==> src/source/dcache_pkg.sv <==
package dcache_pkg;

    // -------------------------------------------------------------------------
    // cache geometry
    // -------------------------------------------------------------------------

    // core side
    localparam int unsigned ADDR_W = 16;
    localparam int unsigned DATA_W = 32;

    // one memory beat carries a whole line
    localparam int unsigned LINE_W = 128;
    localparam int unsigned LINE_BYTES = LINE_W / 8;
    localparam int unsigned SETS = 8;

    // byte address split
    localparam int unsigned OFF_W = $clog2(LINE_BYTES);
    localparam int unsigned IDX_W = $clog2(SETS);
    localparam int unsigned TAG_W = ADDR_W - IDX_W - OFF_W;
    localparam int unsigned LINE_ADDR_W = TAG_W + IDX_W;

    // -------------------------------------------------------------------------
    // access types
    // -------------------------------------------------------------------------

    // top bit set means zero extension on loads
    typedef enum logic [2:0] {
        DT_BYTE   = 3'b000,
        DT_HALF   = 3'b001,
        DT_WORD   = 3'b010,
        DT_BYTE_U = 3'b100,
        DT_HALF_U = 3'b101
    } dmem_dtype_t;

    typedef struct packed {
        logic [ADDR_W-1:0] addr;
        logic [DATA_W-1:0] wdata;
        dmem_dtype_t dtype;
        logic write;
    } core_req_t;

    typedef struct packed {
        logic [TAG_W-1:0] tag;
        logic [IDX_W-1:0] idx;
        logic [OFF_W-1:0] off;
    } addr_fields_t;

    // line address is the byte address without the offset
    typedef struct packed {
        logic [LINE_ADDR_W-1:0] line_addr;
        logic write;
        logic [LINE_W-1:0] wline;
    } mem_cmd_t;

endpackage

==> src/source/core_req_port.sv <==
`timescale 1ns/1ps

module core_req_port (
    input  logic clk,
    input  logic rst,
    input  logic req_i,
    input  dcache_pkg::core_req_t core_req_i,
    input  logic done_i,
    output logic ack_o,
    output logic start_o,
    output dcache_pkg::core_req_t req_q_o,
    output dcache_pkg::addr_fields_t fields_o
);
    import dcache_pkg::*;

    logic req_d;
    logic busy_q;
    logic new_req;

    // a request is new only once the previous handshake has fully closed
    assign new_req = req_d && !busy_q && !ack_o;

    always_ff @(posedge clk) begin
        if (rst) begin
            req_d <= 1'b0;
            busy_q <= 1'b0;
            start_o <= 1'b0;
            ack_o <= 1'b0;
        end else begin
            req_d <= req_i;
            start_o <= new_req;
            if (new_req) begin
                busy_q <= 1'b1;
            end else if (done_i) begin
                busy_q <= 1'b0;
            end
            // ack held while the core keeps req high
            if (done_i) begin
                ack_o <= 1'b1;
            end else if (!req_d) begin
                ack_o <= 1'b0;
            end
        end
    end

    // request payload
    always_ff @(posedge clk) begin
        if (new_req) begin
            req_q_o <= core_req_i;
        end
    end

    assign fields_o = addr_fields_t'(req_q_o.addr);

endmodule

==> src/source/tag_store.sv <==
`timescale 1ns/1ps

module tag_store (
    input  logic clk,
    input  logic rst,
    input  logic [dcache_pkg::IDX_W-1:0] idx_i,
    input  logic [dcache_pkg::TAG_W-1:0] tag_i,
    input  logic fill_i,
    input  logic mark_dirty_i,
    output logic hit_o,
    output logic victim_dirty_o,
    output logic [dcache_pkg::TAG_W-1:0] victim_tag_o
);
    import dcache_pkg::*;

    logic [SETS-1:0] valid_q;
    logic [SETS-1:0] dirty_q;
    logic [TAG_W-1:0] tag_q [SETS];

    // ------------------------------------------------------------------------
    // metadata updates
    // ------------------------------------------------------------------------

    always_ff @(posedge clk) begin
        if (rst) begin
            valid_q <= '0;
            dirty_q <= '0;
        end else begin
            // refill brings a clean line
            if (fill_i) begin
                valid_q[idx_i] <= 1'b1;
                dirty_q[idx_i] <= 1'b0;
            end
            if (mark_dirty_i) begin
                dirty_q[idx_i] <= 1'b1;
            end
        end
    end

    always_ff @(posedge clk) begin
        if (fill_i) begin
            tag_q[idx_i] <= tag_i;
        end
    end

    // lookup
    assign hit_o = valid_q[idx_i] && (tag_q[idx_i] == tag_i);
    assign victim_dirty_o = valid_q[idx_i] && dirty_q[idx_i];
    assign victim_tag_o = tag_q[idx_i];

endmodule

==> src/source/line_store.sv <==
`timescale 1ns/1ps

module line_store (
    input  logic clk,
    input  logic [dcache_pkg::IDX_W-1:0] idx_i,
    input  logic [dcache_pkg::LINE_BYTES-1:0] we_i,
    input  logic [dcache_pkg::LINE_W-1:0] wline_i,
    output logic [dcache_pkg::LINE_W-1:0] rline_o
);
    import dcache_pkg::*;

    logic [LINE_W-1:0] lines_q [SETS];

    // ------------------------------------------------------------------------
    // data array
    // ------------------------------------------------------------------------

    // byte lanes written independently
    always_ff @(posedge clk) begin
        for (int b = 0; b < LINE_BYTES; b++) begin
            if (we_i[b]) begin
                lines_q[idx_i][b*8 +: 8] <= wline_i[b*8 +: 8];
            end
        end
    end

    // read is asynchronous, so a write shows up on the next cycle
    assign rline_o = lines_q[idx_i];

endmodule

==> src/source/data_align.sv <==
`timescale 1ns/1ps

module data_align (
    input  dcache_pkg::core_req_t req_i,
    input  logic [dcache_pkg::LINE_W-1:0] rline_i,
    output logic [dcache_pkg::LINE_W-1:0] store_line_o,
    output logic [dcache_pkg::LINE_BYTES-1:0] store_be_o,
    output logic [dcache_pkg::DATA_W-1:0] load_data_o
);
    import dcache_pkg::*;

    logic [OFF_W-1:0] off;
    logic [3:0] be_word;
    logic [LINE_W-1:0] placed;
    logic [DATA_W-1:0] word;
    logic [7:0] byte_sel;
    logic [15:0] half_sel;

    assign off = req_i.addr[OFF_W-1:0];

    // ------------------------------------------------------------------------
    // store path
    // ------------------------------------------------------------------------

    always_comb begin
        case (req_i.dtype)
            DT_BYTE, DT_BYTE_U: be_word = 4'b0001;
            DT_HALF, DT_HALF_U: be_word = 4'b0011;
            default: be_word = 4'b1111;
        endcase
    end

    assign store_be_o = LINE_BYTES'(be_word) << off;
    assign placed = LINE_W'(req_i.wdata) << {off, 3'b000};

    // merge with the current line, enabled bytes only
    always_comb begin
        for (int b = 0; b < LINE_BYTES; b++) begin
            store_line_o[b*8 +: 8] = store_be_o[b] ? placed[b*8 +: 8] : rline_i[b*8 +: 8];
        end
    end

    // ------------------------------------------------------------------------
    // load path
    // ------------------------------------------------------------------------

    assign word = rline_i[off[3:2]*DATA_W +: DATA_W];
    assign byte_sel = word[off[1:0]*8 +: 8];
    assign half_sel = word[off[1]*16 +: 16];

    always_comb begin
        case (req_i.dtype)
            DT_BYTE: load_data_o = {{24{byte_sel[7]}}, byte_sel};
            DT_BYTE_U: load_data_o = {24'h0, byte_sel};
            DT_HALF: load_data_o = {{16{half_sel[15]}}, half_sel};
            DT_HALF_U: load_data_o = {16'h0, half_sel};
            default: load_data_o = word;
        endcase
    end

endmodule

==> src/source/miss_ctrl.sv <==
`timescale 1ns/1ps

module miss_ctrl (
    input  logic clk,
    input  logic rst,
    input  logic start_i,
    input  dcache_pkg::core_req_t req_i,
    input  dcache_pkg::addr_fields_t fields_i,
    input  logic hit_i,
    input  logic victim_dirty_i,
    input  logic [dcache_pkg::TAG_W-1:0] victim_tag_i,
    input  logic [dcache_pkg::LINE_W-1:0] rline_i,
    input  logic mem_ack_i,
    input  logic [dcache_pkg::LINE_W-1:0] mem_rline_i,
    input  logic [dcache_pkg::DATA_W-1:0] load_data_i,
    input  logic [dcache_pkg::LINE_W-1:0] store_line_i,
    input  logic [dcache_pkg::LINE_BYTES-1:0] store_be_i,
    output logic mem_req_o,
    output dcache_pkg::mem_cmd_t mem_cmd_o,
    output logic fill_o,
    output logic mark_dirty_o,
    output logic [dcache_pkg::LINE_BYTES-1:0] line_we_o,
    output logic [dcache_pkg::LINE_W-1:0] line_wdata_o,
    output logic done_o,
    output logic [dcache_pkg::DATA_W-1:0] rdata_o
);

    typedef enum logic [2:0] {
        IDLE,
        LOOKUP,
        WB_REQ,
        WB_WAIT_LOW,
        RF_REQ,
        RF_WAIT_LOW,
        RESPOND
    } state_t;

    state_t state_q;
    state_t state_d;
    logic respond;
    logic refill;

    // a hit is answered straight from LOOKUP, a miss from RESPOND
    assign respond = ((state_q == LOOKUP) && hit_i) || (state_q == RESPOND);
    assign refill = (state_q == RF_REQ) && mem_ack_i;

    always_ff @(posedge clk) begin
        if (rst) begin
            state_q <= IDLE;
        end else begin
            state_q <= state_d;
        end
    end

    // ------------------------------------------------------------------------
    // next state
    // ------------------------------------------------------------------------

    always_comb begin
        state_d = state_q;
        case (state_q)
            IDLE: if (start_i) state_d = LOOKUP;
            LOOKUP: begin
                if (hit_i) begin
                    state_d = IDLE;
                end else if (victim_dirty_i) begin
                    state_d = WB_REQ;
                end else begin
                    state_d = RF_REQ;
                end
            end
            WB_REQ: if (mem_ack_i) state_d = WB_WAIT_LOW;
            // memory must drop ack before the refill starts
            WB_WAIT_LOW: if (!mem_ack_i) state_d = RF_REQ;
            RF_REQ: if (mem_ack_i) state_d = RF_WAIT_LOW;
            RF_WAIT_LOW: if (!mem_ack_i) state_d = RESPOND;
            RESPOND: state_d = IDLE;
            default: state_d = IDLE;
        endcase
    end

    // ------------------------------------------------------------------------
    // memory command, line and metadata updates
    // ------------------------------------------------------------------------

    assign mem_req_o = (state_q == WB_REQ) || (state_q == RF_REQ);

    always_comb begin
        mem_cmd_o.write = (state_q == WB_REQ);
        // victim goes back to its own tag, refill fetches the requested one
        mem_cmd_o.line_addr = mem_cmd_o.write ? {victim_tag_i, fields_i.idx}
                                              : {fields_i.tag, fields_i.idx};
        mem_cmd_o.wline = rline_i;
    end

    assign fill_o = refill;
    assign mark_dirty_o = respond && req_i.write;
    assign line_wdata_o = refill ? mem_rline_i : store_line_i;

    always_comb begin
        if (refill) begin
            line_we_o = '1;
        end else if (respond && req_i.write) begin
            line_we_o = store_be_i;
        end else begin
            line_we_o = '0;
        end
    end

    assign done_o = respond;

    // load result
    always_ff @(posedge clk) begin
        if (respond && !req_i.write) begin
            rdata_o <= load_data_i;
        end
    end

endmodule

==> src/source/dcache_top.sv <==
`timescale 1ns/1ps

module dcache_top (
    input  logic clk,
    input  logic rst,
    input  logic req_i,
    input  dcache_pkg::core_req_t core_req_i,
    output logic ack_o,
    output logic [dcache_pkg::DATA_W-1:0] rdata_o,
    output logic mem_req_o,
    output dcache_pkg::mem_cmd_t mem_cmd_o,
    input  logic mem_ack_i,
    input  logic [dcache_pkg::LINE_W-1:0] mem_rline_i
);
    import dcache_pkg::*;

    core_req_t req_q;
    addr_fields_t fields;
    logic start;
    logic done;
    logic hit;
    logic victim_dirty;
    logic [TAG_W-1:0] victim_tag;
    logic fill;
    logic mark_dirty;
    logic [LINE_BYTES-1:0] line_we;
    logic [LINE_W-1:0] line_wdata;
    logic [LINE_W-1:0] rline;
    logic [LINE_W-1:0] store_line;
    logic [LINE_BYTES-1:0] store_be;
    logic [DATA_W-1:0] load_data;

    // ------------------------------------------------------------------------
    // input side
    // ------------------------------------------------------------------------

    core_req_port u_core_req_port (
        .clk        (clk),
        .rst        (rst),
        .req_i      (req_i),
        .core_req_i (core_req_i),
        .done_i     (done),
        .ack_o      (ack_o),
        .start_o    (start),
        .req_q_o    (req_q),
        .fields_o   (fields)
    );

    // ------------------------------------------------------------------------
    // storage
    // ------------------------------------------------------------------------

    tag_store u_tag_store (
        .clk            (clk),
        .rst            (rst),
        .idx_i          (fields.idx),
        .tag_i          (fields.tag),
        .fill_i         (fill),
        .mark_dirty_i   (mark_dirty),
        .hit_o          (hit),
        .victim_dirty_o (victim_dirty),
        .victim_tag_o   (victim_tag)
    );

    line_store u_line_store (
        .clk     (clk),
        .idx_i   (fields.idx),
        .we_i    (line_we),
        .wline_i (line_wdata),
        .rline_o (rline)
    );

    // ------------------------------------------------------------------------
    // alignment and control
    // ------------------------------------------------------------------------

    data_align u_data_align (
        .req_i        (req_q),
        .rline_i      (rline),
        .store_line_o (store_line),
        .store_be_o   (store_be),
        .load_data_o  (load_data)
    );

    miss_ctrl u_miss_ctrl (
        .clk            (clk),
        .rst            (rst),
        .start_i        (start),
        .req_i          (req_q),
        .fields_i       (fields),
        .hit_i          (hit),
        .victim_dirty_i (victim_dirty),
        .victim_tag_i   (victim_tag),
        .rline_i        (rline),
        .mem_ack_i      (mem_ack_i),
        .mem_rline_i    (mem_rline_i),
        .load_data_i    (load_data),
        .store_line_i   (store_line),
        .store_be_i     (store_be),
        .mem_req_o      (mem_req_o),
        .mem_cmd_o      (mem_cmd_o),
        .fill_o         (fill),
        .mark_dirty_o   (mark_dirty),
        .line_we_o      (line_we),
        .line_wdata_o   (line_wdata),
        .done_o         (done),
        .rdata_o        (rdata_o)
    );

endmodule

==> config.mk <==
export PLATFORM = sky130hd
export DESIGN_NAME = dcache_top
export DESIGN_NICKNAME = d
export VERILOG_FILES = /design/src/source/dcache_pkg.sv /design/src/source/core_req_port.sv /design/src/source/tag_store.sv /design/src/source/line_store.sv /design/src/source/data_align.sv /design/src/source/miss_ctrl.sv /design/src/source/dcache_top.sv
export SDC_FILE = /design/constraint.sdc
export NUM_CORES = 1
export LEC_CHECK = 0
export BUFFER_PORTS_ARGS = -buffer_cell sky130_fd_sc_hd__buf_2
export CORE_ASPECT_RATIO = 1.5
export CORE_MARGIN = 1
export CORE_UTILIZATION = 51
export CTS_BUF_LIST = sky130_fd_sc_hd__clkbuf_8
export CTS_CLUSTER_SIZE = 8
export DETAILED_ROUTE_END_ITERATION = 10
export HOLD_SLACK_MARGIN = 0.02
export PLACE_DENSITY = 0.69
export SLEW_MARGIN = 20
export SYNTH_ARGS = -nofsm -noshare
export SYNTH_HDL_FRONTEND = slang
export SYNTH_SLANG_ARGS = --single-unit
==> constraint.sdc <==
create_clock -name clk -period 14.45 [get_ports clk]
set_input_delay 2.89 -clock clk [delete_from_list [all_inputs] [get_ports clk]]
set_output_delay 2.89 -clock clk [all_outputs]
set_load 0.01 [all_outputs]
==> impl_metrics.json <==
{
  "hold_buffers": 0,
  "setup_viol": 0,
  "synthesis.nets": 3094,
  "die_area_mm2": 0.101,
  "synth.distinct_cells": 60,
  "cp.required_ns": 11.56,
  "start_util_pct": 51.6,
  "hpwl_um": 108000,
  "p_leak_uw": 0.0194,
  "grt_max_degree": 126,
  "fmax_ghz": 0.131,
  "drcViolationCount": 0,
  "insertion_delay_ns": 0.90,
  "port_buffers": 358,
  "root_buffer": "clkbuf_8",
  "layout_common_cells": "edfxtp_1, buf_2, mux4_2",
  "worst_slack_ns": 6.81,
  "clkTransAtPathRegs_ns": 0.07,
  "synth_top_cell_by_area": "edfxtp_1",
  "worst_setup_path_start_kind": "flip-flop",
  "fin_worst_skew_ns": 0.0506,
  "status": "complete, no violations",
  "gp_routability_congestion": 0.938,
  "period_share_pct": 52.9,
  "slew_headroom_pct": 9.00,
  "overflow": 0,
  "synth_edf_count": 1180,
  "io_pins": 359,
  "cp_data_arrival_time_ns": 4.75,
  "cts_buffers": 177,
  "drtIter0Drc": 4379,
  "ctsResizeCount": 0,
  "grt_usage_pct": 31.3,
  "syn-mean-instance-area_um2": 17.5,
  "synthTopCellsByArea": "edfxtp_1, mux4_2, mux2_2",
  "cap_violations": 0,
  "cts_tree": "done",
  "ys_async_sr_fraction_pct": 0,
  "worstPathMaxFanout": 125,
  "coreArea_mm2": 0.0988,
  "peakVddDrop_uv": 82.0,
  "htreeDepth": 4,
  "cts_buffer_depth": 3,
  "fin_util_pct": 57.9,
  "ys_ff_latch": 1206,
  "grt_pass1_vias": 30900,
  "place_ws_ns": 7.55,
  "synth_ff_type": "edfxtp_1",
  "post_cts_buffers": 0,
  "cts.sinks": 1206,
  "layout_commonest_cell": "edfxtp_1",
  "yosys_warnings": 0,
  "rsz0062_at_grt": "no",
  "fin_tns_setup_ns": 0,
  "holdPathStages": 2,
  "firstDrtPassIters": 7,
  "vias": 31000,
  "worst_pin_slew_ns": 1.33,
  "wire_per_inst_um": 33.7,
  "row_count": 141,
  "viasPerCell": 6.60,
  "die_y_um": 389,
  "worst_setup_path_end_kind": "output pin",
  "critPathKind": "reg -> out",
  "drive_gt1_share_pct": 31.8,
  "ant_nets": 0,
  "finalNetCount": 3491,
  "ys_seq_area_share_pct": 70.5,
  "synthToLayoutAreaGrowth_pct": 12.1,
  "antenna_found_initial": 18,
  "routed_wl_um": 158000,
  "min_period_ns": 7.64,
  "min_path_type": "reg -> reg",
  "synth_area_mm2": 0.0510,
  "synthCells": 2910,
  "grt_first_pass_wirelength_um": 220000,
  "ff2ff_path_depth": 9,
  "power_density_mw_per_mm2": 128,
  "die_width_um": 260,
  "final-max-slew-violation-count": 0,
  "final-hold-violation-count": 0,
  "synth.top_cell.area_share_pct": 69.5
}
registers in the layout, summed over array words and instances (netlist names), 3 cells and up, named ones only:
register	flops
u_tag_store.tag_q	72
u_miss_ctrl.state_q	3
u_line_store.lines_q	1024
u_core_req_port.req_q_o	36
u_core_req_port.fields_o	16
u_miss_ctrl.rdata_o	32
u_tag_store.dirty_q	8
u_tag_store.valid_q	8
Yosys cell counts (all sizes together) (2+ instances only):
library cell  count
o221ai            8
a21oi           153
xor2              2
mux2            134
nand3            26
and2              5
mux4            295
o21a              6
a21boi            2
or2               3
dfxtp            26
nor3             26
a31oi             4
o31ai             2
buf              49
nand4             5
mux2i           141
xnor2             3
nor2b            17
a221oi            5
clkbuf          151
o21ai           233
o22ai             9
nor4              2
nor3b             2
nor2            149
nand2           159
nand2b           15
edfxtp         1180
a22oi            37
inv              31
a22o              6
o21bai            4
report_power, final:
group	internal, µW	switching (µW)	leakage (µW)
Sequential	3990	32.8	0.0108
Combinational	304	575	0.00687
Clock	1140	1270	0.00169
worst max-delay path: stages, from the launching register on:
cell and delay [ns]:
dfxtp_4 0.91, buf_12 0.54, buf_4 0.96, mux4_2 0.43, mux2_2 0.41, buf_2 0.19
per-layer routing:
| metal | GRT usage [%] | vias to the layer above | part of all wire [%] |
|---|---|---|---|
| met5 | 0 | - | 0.094 |
| li1 | - | 12500 | - |
| met3 | 9.74 | 515 | 11 |
| met4 | 20.9 | 22 | 7.6 |
| met1 | 36.6 | 15700 | 33 |
| met2 | 49.5 | 2194 | 48 |
metrics by stage:
step                power [µW]  instance area, µm²  hold WS (ns)  std cells
floorplan                 4590               51000         0.433       2910
global placement          4920               54100         0.440       4413
detailed placement        4960               54200         0.448       4413
CTS                       7320               57100         0.456       4681
global route              7510               57100         0.482       4685
finish                    7310               57200         0.457       4692
area by class of cell:
| type | count | area (µm²) |
|---|---|---|
| fill | 7524 | 41600 |
| sequential | 1206 | 36000 |
| multi-input combinational | 1472 | 14200 |
| clock buffer | 180 | 2480 |
| timing repair buffer | 418 | 2310 |
| tap | 1287 | 1610 |
| clock inverter | 88 | 424 |
| inverter | 32 | 120 |
| antenna | 9 | 22.5 |
path summary, 6_finish.rpt:
check / slack [ns] / from / end
worst max-delay path: 6.81 / flip-flop / mem_cmd_o[43]
worst min-delay path: 0.46 / u_tag_store.dirty_q[3] / u_tag_store.dirty_q[3]
worst max register to register: 8.76 / flip-flop / u_line_store.lines_q[5][94]
worst min register to register: 0.46 / u_tag_store.dirty_q[3] / u_tag_store.dirty_q[3]
cells by family (layout without fill, tap and decap cells):
group	count (synthesis)	count (layout)	share of synthesized area, %
compound gates	480	480	5.23
other cells	0	9	0
mux	570	570	18.8
buf+inv	232	718	1.89
simple gates	417	417	3.51
flops	1206	1206	70.5
xor+xnor	5	5	0.0859
Note: power is estimated with default switching activity, not from simulation.
